[src/cpuPkg.sv]
package cpuPkg;

    // ********************
    // Widths
    // ********************
    localparam int dataWidth  = 8;      // Registers and data bytes
    localparam int addrWidth  = 16;     // PC and instruction addresses
    localparam int instrWidth = 16;     // One instruction word

    // Instruction fields
    localparam int rdHi  = 15;          // Destination register
    localparam int rdLo  = 12;
    localparam int immHi = 11;          // 8-bit immediate
    localparam int immLo = 4;
    localparam int rbHi  = 11;          // Source B, upper nibble of the immediate
    localparam int rbLo  = 8;
    localparam int opHi  = 3;           // Opcode
    localparam int opLo  = 0;

    // Stack pointer pair, r14 low and r15 high
    localparam logic [3:0] spLowReg = 4'd14;

    // ********************
    // Enums
    // ********************
    typedef enum logic [3:0] {
        OP_NOP, OP_LDI, OP_MOV, OP_ADD, OP_SUB, OP_AND, OP_OR, OP_ADDI,
        OP_LD, OP_ST, OP_OUT, OP_JMP, OP_BZ, OP_CALL, OP_RET, OP_HALT
    } opcodeE;

    typedef enum logic [2:0] {
        ALU_PASSB, ALU_ADD, ALU_SUB, ALU_AND, ALU_OR
    } aluModeE;

    typedef enum logic [2:0] {
        FETCH, DECODE, EXEC, MEMWAIT, WORD2, RET1, RET2, HALTED
    } stateE;

endpackage

[src/ctrlIf.sv]
`timescale 1ns/1ns

interface ctrlIf;
    // Register file
    logic [1:0] regFileSrc;            // 0 ALU, 1 immediate, 2 RAM
    logic regWriteEn;
    logic spInc;                       // Stack pair step up
    logic spDec;                       // Stack pair step down
    logic [3:0] bSelect;               // Source B register index
    // ALU
    logic aluSrcB;                     // 0 register, 1 immediate
    cpuPkg::aluModeE aluMode;
    // Data RAM
    logic [1:0] ramDataSel;            // 0 PC+1 high, 1 PC+1 low, 2 register
    logic ramAddrSel;                  // 0 register pair, 1 stack
    logic ramWriteEn;
    // Status and sequencing
    logic flagEnable;
    logic [1:0] pcSel;                 // 0 PC+1, 1 word 2, 2 branch, 3 return
    logic pcWriteEn;
    logic outStrobe;                   // One cycle per OUT

    modport ctrl (
        output regFileSrc, regWriteEn, spInc, spDec, bSelect,
        output aluSrcB, aluMode,
        output ramDataSel, ramAddrSel, ramWriteEn,
        output flagEnable, pcSel, pcWriteEn, outStrobe
    );

    modport dp (
        input regFileSrc, regWriteEn, spInc, spDec, bSelect,
        input aluSrcB, aluMode,
        input ramDataSel, ramAddrSel, ramWriteEn,
        input flagEnable, pcSel, pcWriteEn, outStrobe
    );
endinterface

[src/controlUnit.sv]
`timescale 1ns/1ns

module controlUnit (
    input  logic clk,
    input  logic arstN,
    input  logic run,
    input  logic [cpuPkg::instrWidth-1:0] instr,
    input  logic zeroFlag,
    ctrlIf.ctrl ctl,
    output logic halted
);
    cpuPkg::stateE state;
    cpuPkg::stateE nextState;
    cpuPkg::opcodeE opReg;              // Opcode held past DECODE
    cpuPkg::opcodeE newOp;              // Opcode straight off the ROM

    assign newOp = cpuPkg::opcodeE'(instr[cpuPkg::opHi:cpuPkg::opLo]);
    assign halted = (state == cpuPkg::HALTED);
    assign ctl.bSelect = instr[cpuPkg::rbHi:cpuPkg::rbLo];

    // ********************
    // State register
    // ********************
    always_ff @(posedge clk or negedge arstN) begin
        if (!arstN) begin
            state <= cpuPkg::FETCH;
            opReg <= cpuPkg::OP_NOP;
        end else if (run) begin
            state <= nextState;
            if (state == cpuPkg::DECODE)
                opReg <= newOp;         // Word 2 replaces the ROM output later
        end
    end

    always_comb begin
        nextState = cpuPkg::FETCH;
        case (state)
            cpuPkg::FETCH:  nextState = cpuPkg::DECODE;
            cpuPkg::DECODE: nextState = cpuPkg::EXEC;
            cpuPkg::EXEC: begin
                case (opReg)
                    cpuPkg::OP_LD:   nextState = cpuPkg::MEMWAIT;
                    cpuPkg::OP_JMP,
                    cpuPkg::OP_CALL: nextState = cpuPkg::WORD2;
                    cpuPkg::OP_RET:  nextState = cpuPkg::RET1;
                    cpuPkg::OP_HALT: nextState = cpuPkg::HALTED;
                    default:         nextState = cpuPkg::FETCH;
                endcase
            end
            cpuPkg::RET1:   nextState = cpuPkg::RET2;
            cpuPkg::HALTED: nextState = cpuPkg::HALTED;   // Sticky until reset
            default:        nextState = cpuPkg::FETCH;    // MEMWAIT, WORD2, RET2
        endcase
    end

    // ********************
    // Steering decode
    // ********************
    always_comb begin
        ctl.regFileSrc = 2'd0;
        ctl.regWriteEn = 1'b0;
        ctl.spInc      = 1'b0;
        ctl.spDec      = 1'b0;
        ctl.aluSrcB    = 1'b0;
        ctl.aluMode    = cpuPkg::ALU_PASSB;
        ctl.ramDataSel = 2'd2;
        ctl.ramAddrSel = 1'b0;
        ctl.ramWriteEn = 1'b0;
        ctl.flagEnable = 1'b0;
        ctl.pcSel      = 2'd0;
        ctl.pcWriteEn  = 1'b0;
        ctl.outStrobe  = 1'b0;
        if (run) begin
            case (state)
                cpuPkg::DECODE: begin
                    // Step past the opcode word so word 2 is read in EXEC
                    if (newOp == cpuPkg::OP_JMP || newOp == cpuPkg::OP_CALL)
                        ctl.pcWriteEn = 1'b1;
                end
                cpuPkg::EXEC: begin
                    ctl.pcWriteEn = 1'b1;               // Most ops just step
                    case (opReg)
                        cpuPkg::OP_LDI: begin
                            ctl.regFileSrc = 2'd1;
                            ctl.regWriteEn = 1'b1;
                        end
                        cpuPkg::OP_MOV: ctl.regWriteEn = 1'b1;  // PASSB of Rb
                        cpuPkg::OP_ADD, cpuPkg::OP_SUB, cpuPkg::OP_AND,
                        cpuPkg::OP_OR, cpuPkg::OP_ADDI: begin
                            ctl.regWriteEn = 1'b1;
                            ctl.flagEnable = 1'b1;
                            ctl.aluSrcB    = (opReg == cpuPkg::OP_ADDI);
                            case (opReg)
                                cpuPkg::OP_SUB: ctl.aluMode = cpuPkg::ALU_SUB;
                                cpuPkg::OP_AND: ctl.aluMode = cpuPkg::ALU_AND;
                                cpuPkg::OP_OR:  ctl.aluMode = cpuPkg::ALU_OR;
                                default:        ctl.aluMode = cpuPkg::ALU_ADD;
                            endcase
                        end
                        cpuPkg::OP_ST:  ctl.ramWriteEn = 1'b1;
                        cpuPkg::OP_OUT: ctl.outStrobe  = 1'b1;
                        cpuPkg::OP_BZ:  ctl.pcSel = zeroFlag ? 2'd2 : 2'd0;
                        cpuPkg::OP_CALL: begin
                            ctl.pcWriteEn  = 1'b0;
                            ctl.ramAddrSel = 1'b1;      // Push high byte
                            ctl.ramDataSel = 2'd0;
                            ctl.ramWriteEn = 1'b1;
                            ctl.spDec      = 1'b1;
                        end
                        cpuPkg::OP_RET: begin
                            ctl.pcWriteEn  = 1'b0;
                            ctl.ramAddrSel = 1'b1;      // Read low byte
                            ctl.spInc      = 1'b1;
                        end
                        cpuPkg::OP_LD, cpuPkg::OP_JMP,
                        cpuPkg::OP_HALT: ctl.pcWriteEn = 1'b0;
                        default: ;                      // NOP steps only
                    endcase
                end
                cpuPkg::MEMWAIT: begin
                    ctl.regFileSrc = 2'd2;              // Load data from RAM
                    ctl.regWriteEn = 1'b1;
                    ctl.pcWriteEn  = 1'b1;
                end
                cpuPkg::WORD2: begin
                    ctl.pcSel     = 2'd1;               // Target from word 2
                    ctl.pcWriteEn = 1'b1;
                    if (opReg == cpuPkg::OP_CALL) begin
                        ctl.ramAddrSel = 1'b1;          // Push low byte
                        ctl.ramDataSel = 2'd1;
                        ctl.ramWriteEn = 1'b1;
                        ctl.spDec      = 1'b1;
                    end
                end
                cpuPkg::RET1: begin
                    ctl.ramAddrSel = 1'b1;              // Read high byte
                    ctl.spInc      = 1'b1;
                end
                cpuPkg::RET2: begin
                    ctl.pcSel     = 2'd3;
                    ctl.pcWriteEn = 1'b1;
                end
                default: ;                              // FETCH, HALTED
            endcase
        end
    end
endmodule

[src/flat_wrapper.sv]
// flat-port wrapper written by rule: the top's interface ports become plain ports
module controlUnit_flat 
  (clk, arstN, run, instr, zeroFlag, halted, ctl_regFileSrc, ctl_regWriteEn, ctl_spInc, ctl_spDec, ctl_bSelect, ctl_aluSrcB, ctl_aluMode, ctl_ramDataSel, ctl_ramAddrSel, ctl_ramWriteEn, ctl_flagEnable, ctl_pcSel, ctl_pcWriteEn, ctl_outStrobe);
  ctrlIf ctl_i ();
  input  logic clk;
  input  logic arstN;
  input  logic run;
  input  logic [cpuPkg::instrWidth-1:0] instr;
  input  logic zeroFlag;
  output logic halted;
  output wire logic [$bits(ctl_i.regFileSrc)-1:0] ctl_regFileSrc;
  output wire logic [$bits(ctl_i.regWriteEn)-1:0] ctl_regWriteEn;
  output wire logic [$bits(ctl_i.spInc)-1:0] ctl_spInc;
  output wire logic [$bits(ctl_i.spDec)-1:0] ctl_spDec;
  output wire logic [$bits(ctl_i.bSelect)-1:0] ctl_bSelect;
  output wire logic [$bits(ctl_i.aluSrcB)-1:0] ctl_aluSrcB;
  output wire logic [$bits(ctl_i.aluMode)-1:0] ctl_aluMode;
  output wire logic [$bits(ctl_i.ramDataSel)-1:0] ctl_ramDataSel;
  output wire logic [$bits(ctl_i.ramAddrSel)-1:0] ctl_ramAddrSel;
  output wire logic [$bits(ctl_i.ramWriteEn)-1:0] ctl_ramWriteEn;
  output wire logic [$bits(ctl_i.flagEnable)-1:0] ctl_flagEnable;
  output wire logic [$bits(ctl_i.pcSel)-1:0] ctl_pcSel;
  output wire logic [$bits(ctl_i.pcWriteEn)-1:0] ctl_pcWriteEn;
  output wire logic [$bits(ctl_i.outStrobe)-1:0] ctl_outStrobe;
  assign ctl_regFileSrc = ctl_i.regFileSrc;
  assign ctl_regWriteEn = ctl_i.regWriteEn;
  assign ctl_spInc = ctl_i.spInc;
  assign ctl_spDec = ctl_i.spDec;
  assign ctl_bSelect = ctl_i.bSelect;
  assign ctl_aluSrcB = ctl_i.aluSrcB;
  assign ctl_aluMode = ctl_i.aluMode;
  assign ctl_ramDataSel = ctl_i.ramDataSel;
  assign ctl_ramAddrSel = ctl_i.ramAddrSel;
  assign ctl_ramWriteEn = ctl_i.ramWriteEn;
  assign ctl_flagEnable = ctl_i.flagEnable;
  assign ctl_pcSel = ctl_i.pcSel;
  assign ctl_pcWriteEn = ctl_i.pcWriteEn;
  assign ctl_outStrobe = ctl_i.outStrobe;
  controlUnit u_core (.clk(clk), .arstN(arstN), .run(run), .instr(instr), .zeroFlag(zeroFlag), .ctl(ctl_i), .halted(halted));
endmodule
[config.mk]
export PLATFORM = sky130hd
export DESIGN_NAME = controlUnit_flat
export DESIGN_NICKNAME = d
export VERILOG_FILES = /design/src/cpuPkg.sv /design/src/ctrlIf.sv /design/src/controlUnit.sv /design/src/flat_wrapper.sv
export SDC_FILE = /design/constraint.sdc
export NUM_CORES = 1
export LEC_CHECK = 0
export BUFFER_PORTS_ARGS = -buffer_cell sky130_fd_sc_hd__buf_2
export CORE_MARGIN = 1
export CORE_UTILIZATION = 40
export DETAILED_ROUTE_END_ITERATION = 16
export GPL_TIMING_DRIVEN = 0
export PLACE_DENSITY = 0.85
export SETUP_SLACK_MARGIN = 0.4
export SYNTH_ARGS = -nofsm -noshare
export SYNTH_HDL_FRONTEND = slang
export SYNTH_SLANG_ARGS = --single-unit
[constraint.sdc]
create_clock -name clk -period 1.75 [get_ports clk]
set_input_delay 0 -clock clk [delete_from_list [all_inputs] [get_ports clk]]
set_output_delay 0 -clock clk [all_outputs]
set_load 0.1 [all_outputs]
==> impl_metrics.toml, run 1 <==
[logic_synthesis]
synth-edff-count = 0
ys_ff_latch = 7
synth_area_leader_cell = "dfrtp_1"
yosysWarningCount = 0
synth-async-reset-ratio = 1.000
synthFlopType = "dfrtp_1"
synth_nets = 115
syn_avg_cell_area_um2 = 7.547
ys_top_cells_by_area = "dfrtp_1 24%, nand2_1 5.2%, o21ai_0 4.9%"
syn_inst = 95
synth-seq-area-share = 0.2443
synth_top_area_frac = 0.2443
synth_area_um2 = 716.9
ys_types = 40

[place]
numPortBuffers = 30
hpwl_um = 1670
postPlaceCellArea_mm2 = 0.001107
dp_cells = 149
gp_congestion = 0.8374

[run_status]
haltStage = "clock tree synthesis (4_1_cts)"
stop_error = "[ERROR DPL-0038] Utilization greater than 100%, impossible to legalize"
status = "did not finish"

[clocking]
cts_root_buf = "clkbuf_4"
cts_setup_buffers = 14
cts_sinks = 7
postCtsHoldBufs = 4
max-clock-path-buffers = 2
cts_max_level = 1
cts_resized = 90
cts_made_buffers = 3

[floorplan]
pin_count = 43
die_y_um = 44.34
start_util = 0.4498
die_w_um = 44.34
rows = 14
[per-stage QoR]
stage	util	worst slack, ns
after detailed placement	0.6947	-0.3693
after global placement	0.6947	-0.3173
after floorplan	-	-0.5527
[synthesized netlist by cell type, drive strengths merged (3+ instances only)]
cell type	n
clkbuf	3
buf	8
dfrtp	7
xor2	3
a21oi	5
nor2b	3
nand2	10
inv	5
nand2b	3
o21ai	7
nor2	6
nor3	6
[cells by family after synthesis]
kind of cell,count (synthesis),share of synthesized area
AO/OA/AOI/OAI,20,0.1745
XOR/XNOR,3,0.03666
buffers and inverters,16,0.1222
flip-flops,7,0.2443
multiplexers,2,0.02967
AND/OR/NAND/NOR,47,0.3927
==> inputs of run 2 (changes only) <==
--- a/config.mk
+++ b/config.mk
@@ -6,12 +6,11 @@
 export NUM_CORES = 1
 export LEC_CHECK = 0
 export BUFFER_PORTS_ARGS = -buffer_cell sky130_fd_sc_hd__buf_2
-export CORE_MARGIN = 1
-export CORE_UTILIZATION = 40
+export CORE_AREA = 2 2 63 65
 export DETAILED_ROUTE_END_ITERATION = 16
+export DIE_AREA = 0 0 65 67
 export GPL_TIMING_DRIVEN = 0
-export PLACE_DENSITY = 0.85
-export SETUP_SLACK_MARGIN = 0.4
+export PLACE_DENSITY_LB_ADDON = 0.15
 export SYNTH_ARGS = -nofsm -noshare
 export SYNTH_HDL_FRONTEND = slang
 export SYNTH_SLANG_ARGS = --single-unit
==> run 2 against run 1 <==
Net effect:
- the flow now finishes without violations
- area after synthesis stayed put
- synthesized cell count unchanged
==> impl_metrics.toml, run 2 <==
[critical_path]
path_cells = "buf_6 -> nor3b_4 -> buf_4 -> buf_4 -> nand4_1 -> a21oi_4 -> buf_8"
r2r_start = "u_core.state[0]"
arrival_ns = 1.71
crit_slowest_cell = "dfrtp_1"
reg2reg_depth = 5
required_ns = 1.75
timing.critical_path.buf_inv = 4
endpoint_kind = "primary output"
path_class = "flip-flop to primary output"
cp_top_family = "buffers and inverters"
max_stage_delay_ns = 0.38
rrSetupSlack_ns = 0.27
cp.depth = 7
worstSetupStartpointType = "flip-flop"
path_max_fanout = 5
crit_top_cell = "buf_4"
r2r_end = "u_core.opReg[3]"

[place]
hpwl_um = 1911
numPortBuffers = 30
gp_congestion = 0.8167
post-place-ws_ns = -0.3995
dp_cells = 173

[cells_and_area]
top_regs = "u_core.opReg: 4 flops, u_core.state: 3 flops"
syn_to_final_growth_pct = 86.56
drive_gt1_frac = 0.5515
num-nets-final = 157
layout_common_cells = "14 x buf_2, 12 x buf_4, 11 x buf_6"
antennaDiodeCount = 0
largest_reg_flops = 4
largest-register = "u_core.opReg"
final_core_util = 0.3709
final_common_cell = "buf_2"
fin_cells = 184

[global_routing]
grt_pass1_vias = 771
grt_usage = 0.1076
grt_max_degree = 11
grt_overflow = 0
antenna_found_initial = 0
grt_pass1_wl_um = 3698

[logic_synthesis]
synth_area_um2 = 716.9
yosysWarningCount = 0
synth-edff-count = 0
synth-seq-area-share = 0.2443
synth_area_leader_cell = "dfrtp_1"
synthFlopType = "dfrtp_1"
yosys-top-cells-count = "10 x nand2_1, 7 x dfrtp_1, 7 x o21ai_0"
ys_types = 40
syn_avg_cell_area_um2 = 7.547
syn_inst = 95
ys_top_cells_by_area = "dfrtp_1 24%, nand2_1 5.2%, o21ai_0 4.9%"
yosysMostFrequentCell = "nand2_1"
synth-async-reset-ratio = 1.000
ys_ff_latch = 7
synth_nets = 115
synth_top_area_frac = 0.2443

[detailed_routing]
wl_met2_um = 1123
wl_per_cell_um = 12.79
top_layer = "met3"
drc_errors = 0
num_vias = 820
first_pass_iters = 4
drt-initial-drc-count = 20
postRouteAntennaNets = 0
drt-total-wl_um = 2354
met1_length_um = 1101
viasPerCell = 4.457
wl_met3_um = 128

[power_and_ir_drop]
seqPwrFrac = 0.144
p_leak_nw = 0.5720
swShare = 0.5543
p_int_w = 0.0009127
combPwrFrac = 0.750
p_clk_frac = 0.106
ir_drop_mv = 0.7305
p_per_area_mw_per_mm2 = 1531
p_sw_w = 0.001135

[clocking]
cts_sinks = 7
cts_tree = "yes"
max-clock-path-buffers = 2
cts_made_buffers = 3
cts_max_level = 1
clk_latency_ns = 0.22
clk_transition_reported_paths_ns = 0.04
cts_root_buf = "clkbuf_8"

[timing]
fin_skew_ns = 0.001397
whs_ns = 0.01653
finalCritPeriodShare = 0.9748
slew_headroom = 0.6765
rsz0062_at_grt = "yes"
final_max_slew_viol_count = 0
setup_ws_ns = 0.04405
final.setup.tns_ns = 0
layout_min_cycle_time_ns = 1.706
fmax_ghz = 0.5862
hold_viol_final = 0
setup_violations = 0
tightest_slew_ns = 0.4885

[floorplan]
die_w_um = 65
rows = 22
core_mm2 = 0.003606
start_util = 0.1988
die_y_um = 67
die_area_mm2 = 0.004355
pin_count = 43

[hold_path]
hold_class = "input port to flip-flop"
min_to = "u_core.opReg[0]"
hold_depth = 3
holdCritStartpoint = "instr[0]"

[run_status]
status = "finished, final reports clean"

[job]
cap_violations = 0
## run 2: worst max path at each step
stage                          startpoint           endpoint
after floorplan           u_core.state[0]  ctl_regFileSrc[0]
after global placement    u_core.state[0]  ctl_regFileSrc[0]
after detailed placement  u_core.state[0]     ctl_aluMode[0]
after CTS                 u_core.state[0]  ctl_regFileSrc[0]
after global routing      u_core.state[0]     ctl_ramAddrSel
final                     u_core.state[0]     ctl_ramAddrSel
## run 2: repair_timing
item / CTS / global route
pin swaps: 3 / 2
buffers inserted: 5 / 1
hold buffers: 1 / 0
endpoints found under the setup margin: 16 / 13
resized for setup: 36 / 14
hold endpoints to repair: 7 / 0
## run 2: layout make-up
cell class              count  area, um^2
inverters                   5       18.77
repair buffers             37       326.6
plain buffers              11       85.08
well taps                  48       60.06
clock buffers               4       45.04
flip-flops and latches      7       176.4
fillers                   387        2268
multi-input cells          72       625.6
## run 2: tightest hold or removal path: cells and delay by family
| kind | cells | cell delay [ns] |
|---|---|---|
| buffers and inverters | 1 | 0.09 |
| AOI/OAI and AO/OA | 1 | 0.06 |
| and+or+nand+nor | 1 | 0.04 |
## run 2: per-stage QoR
step	total power (W)	area, um^2
floorplan	0.001387	874.6
global placement	0.001624	1085
detailed placement	0.001634	1085
CTS	0.002008	1294
global route	0.002166	1338
finish	0.002048	1338
## run 2: metal layers
layer | track usage | vias up
met4 | 0.03723 | 0
met2 | 0.1714 | 27
met3 | 0.01014 | 0
met5 | 0 | -
li1 | - | 416
met1 | 0.1509 | 377
## run 2: logic make-up after synthesis
group | after synthesis | share of synthesized area
buffers and inverters | 16 | 0.1222
flip-flops | 7 | 0.2443
XOR/XNOR | 3 | 0.03666
multiplexers | 2 | 0.02967
AO/OA/AOI/OAI | 20 | 0.1745
AND/OR/NAND/NOR | 47 | 0.3927
## run 2: power by group through the flow
stage	clock, W	sequential [W]	combinational [W]
after detailed placement	0	0.000290	0.00134
after global routing	0.000237	0.000305	0.00162
after floorplan	0	0.000277	0.00111
final	0.000217	0.000296	0.00154
after CTS	0.000222	0.000289	0.00150
after global placement	0	0.000288	0.00134
Power figures use the tool's default switching activity.
==> inputs of run 3 (changes only) <==
--- a/config.mk
+++ b/config.mk
@@ -10,7 +10,7 @@
 export DETAILED_ROUTE_END_ITERATION = 16
 export DIE_AREA = 0 0 65 67
 export GPL_TIMING_DRIVEN = 0
-export PLACE_DENSITY_LB_ADDON = 0.15
+export PLACE_DENSITY = 0.52
 export SYNTH_ARGS = -nofsm -noshare
 export SYNTH_HDL_FRONTEND = slang
 export SYNTH_SLANG_ARGS = --single-unit
==> run 3 against run 2 <==
Net effect:
- sequential share of layout area shrank 0.47 points
- global-route usage shrank 0.10 points
- sequential power barely moved
- register-to-register slack improved by 0.08 ns
- flip-flop and latch count is the same
- setup slack improved by 0.0070 ns
- cell area up 3.0%
- count of clock-buffer cells in the layout did not move
- clock skew up 0.0026 ns
- highest routed layer unchanged
==> impl_metrics.toml, run 3 (synthesis results as in run 2) <==
[cells_and_area]
fin_cells = 187
largest-register = "u_core.opReg"
num-nets-final = 160
top_regs = "u_core.opReg: 4 flops, u_core.state: 3 flops"
syn_to_final_growth_pct = 92.15
antennaDiodeCount = 0
largest_reg_flops = 4
final_common_cell = "buf_2"
layout_common_cells = "15 x buf_2, 14 x buf_4, 12 x buf_6"
drive_gt1_frac = 0.5612
fin_area_mm2 = 0.001378
fill_cells = 372

[detailed_routing]
first_pass_iters = 4
drc_errors = 0
drt-total-wl_um = 2322
drt-initial-drc-count = 31
viasPerCell = 4.545
postRouteAntennaNets = 0
num_vias = 850
wl_per_cell_um = 12.42

[critical_path]
path_max_fanout = 7
rrSetupSlack_ns = 0.35
path_cells = "buf_6 -> nand2_2 -> or4_4 -> a21o_1 -> buf_12"
path_class = "flip-flop to primary output"
arrival_ns = 1.70
required_ns = 1.75
worstSetupStartpointType = "flip-flop"
max_stage_delay_ns = 0.54
endpoint_kind = "primary output"
crit_slowest_cell = "or4_4"

[timing]
finalCritPeriodShare = 0.9709
slew_headroom = 0.6764
tightest_slew_ns = 0.4888
whs_ns = 0.004882
fin_skew_ns = 0.003978
fmax_ghz = 0.5886
layout_min_cycle_time_ns = 1.699
setup_violations = 0
hold_viol_final = 0
final_max_slew_viol_count = 0

[hold_path]
hold_class = "input port to flip-flop"

[global_routing]
busiest_layer = "met2"
grt_max_degree = 11
met1_usage = 0.1420
grt_overflow = 0
gr-usage-met2 = 0.1856
grt_pass1_vias = 792
grtUsageMet3 = 0.01014
antenna_found_initial = 0
grt_usage = 0.1066
grt_pass1_wl_um = 3636

[power_and_ir_drop]
p_sw_w = 0.001143
ir_drop_mv = 0.4738
seqPwrFrac = 0.139
power_w = 0.002118
combPwrFrac = 0.758
p_per_area_mw_per_mm2 = 1538
p_clk_frac = 0.103
swShare = 0.5394
p_leak_nw = 0.5950
p_int_w = 0.0009757

[floorplan]
start_util = 0.1988
die_y_um = 67
die_w_um = 65
die_area_mm2 = 0.004355
rows = 22
core_mm2 = 0.003606
pin_count = 43

[clocking]
clk_latency_ns = 0.22
cts_made_buffers = 3
max-clock-path-buffers = 2
cts_sinks = 7
cts_tree = "yes"
cts_max_level = 1
clk_transition_reported_paths_ns = 0.04
cts_root_buf = "clkbuf_8"

[job]
cap_violations = 0

[place]
dp_cells = 173
numPortBuffers = 30
hpwl_um = 1787
gp_congestion = 0.8362
postPlaceCellArea_mm2 = 0.001085

[run_status]
status = "finished, final reports clean"
[run 3: critical path, delay by kind of cell, from the launching register on]
family / cells / cell delay, ns
and+or+nand+nor: 2 / 0.63
DFF: 1 / 0.33
buffers and inverters: 2 / 0.30
AOI/OAI and AO/OA: 1 / 0.21
[run 3: layout make-up]
| type | instances | area (um^2) | area share |
|---|---|---|---|
| tap | 48 | 60.06 | 0.04360 |
| sequential | 7 | 175.2 | 0.1272 |
| timing repair buffer | 40 | 367.9 | 0.2670 |
| multi-input combinational | 72 | 628.1 | 0.4559 |
| buffer | 11 | 82.58 | 0.05995 |
| inverter | 5 | 18.77 | 0.01362 |
| clock buffer | 4 | 45.04 | 0.03270 |
[run 3: path summary, 6_finish.rpt]
check,start,cells after the start,to
worst max-delay path,u_core.opReg[3],5,ctl_ramDataSel[1]
worst min-delay path,instr[0],3,u_core.opReg[0]
worst max register to register,u_core.opReg[0],4,u_core.state[1]
worst min register to register,u_core.opReg[3],2,u_core.opReg[3]
max in group asynchronous,arstN,2,u_core.state[0]
min in group asynchronous,arstN,2,u_core.opReg[3]
[run 3: power by group through the flow]
stage / Combinational, W / Sequential [W] / Clock (W)
2_1_floorplan: 0.00111 / 0.000277 / 0
3_3_place_gp: 0.00131 / 0.000286 / 0
3_5_place_dp: 0.00132 / 0.000288 / 0
4_1_cts: 0.00143 / 0.000289 / 0.000226
5_1_grt: 0.00171 / 0.000309 / 0.000236
6_report: 0.00160 / 0.000295 / 0.000219
[run 3: metrics by stage]
stage | setup TNS [ns] | utilization | setup slack [ns]
3_5_place_dp | -2.268 | 0.3008 | -0.3448
4_1_cts | -0.04292 | 0.3553 | -0.03084
6_report | 0 | 0.3820 | 0.05100
2_1_floorplan | -2.857 | - | -0.5480
5_1_grt | -0.06822 | 0.3820 | -0.02823
3_3_place_gp | -2.215 | 0.3008 | -0.3420
[run 3: timing repair]
item / CTS / global route
buffers inserted: 3 / 7
endpoints found under the hold margin: 7 / 0
setup endpoints to repair: 15 / 15
pin swaps: 2 / 4
gates resized for setup: 36 / 19
gates cloned: 0 / 0
hold buffers: 1 / 0
[run 3: routing by layer]
layer / part of all wire / routed length (um) / vias to the layer above
met3: 0.027 / 62 / 0
met5: 0 / 0 / -
li1: - / - / 423
met2: 0.53 / 1226 / 21
met1: 0.44 / 1033 / 406
met4: 0 / 0 / 0
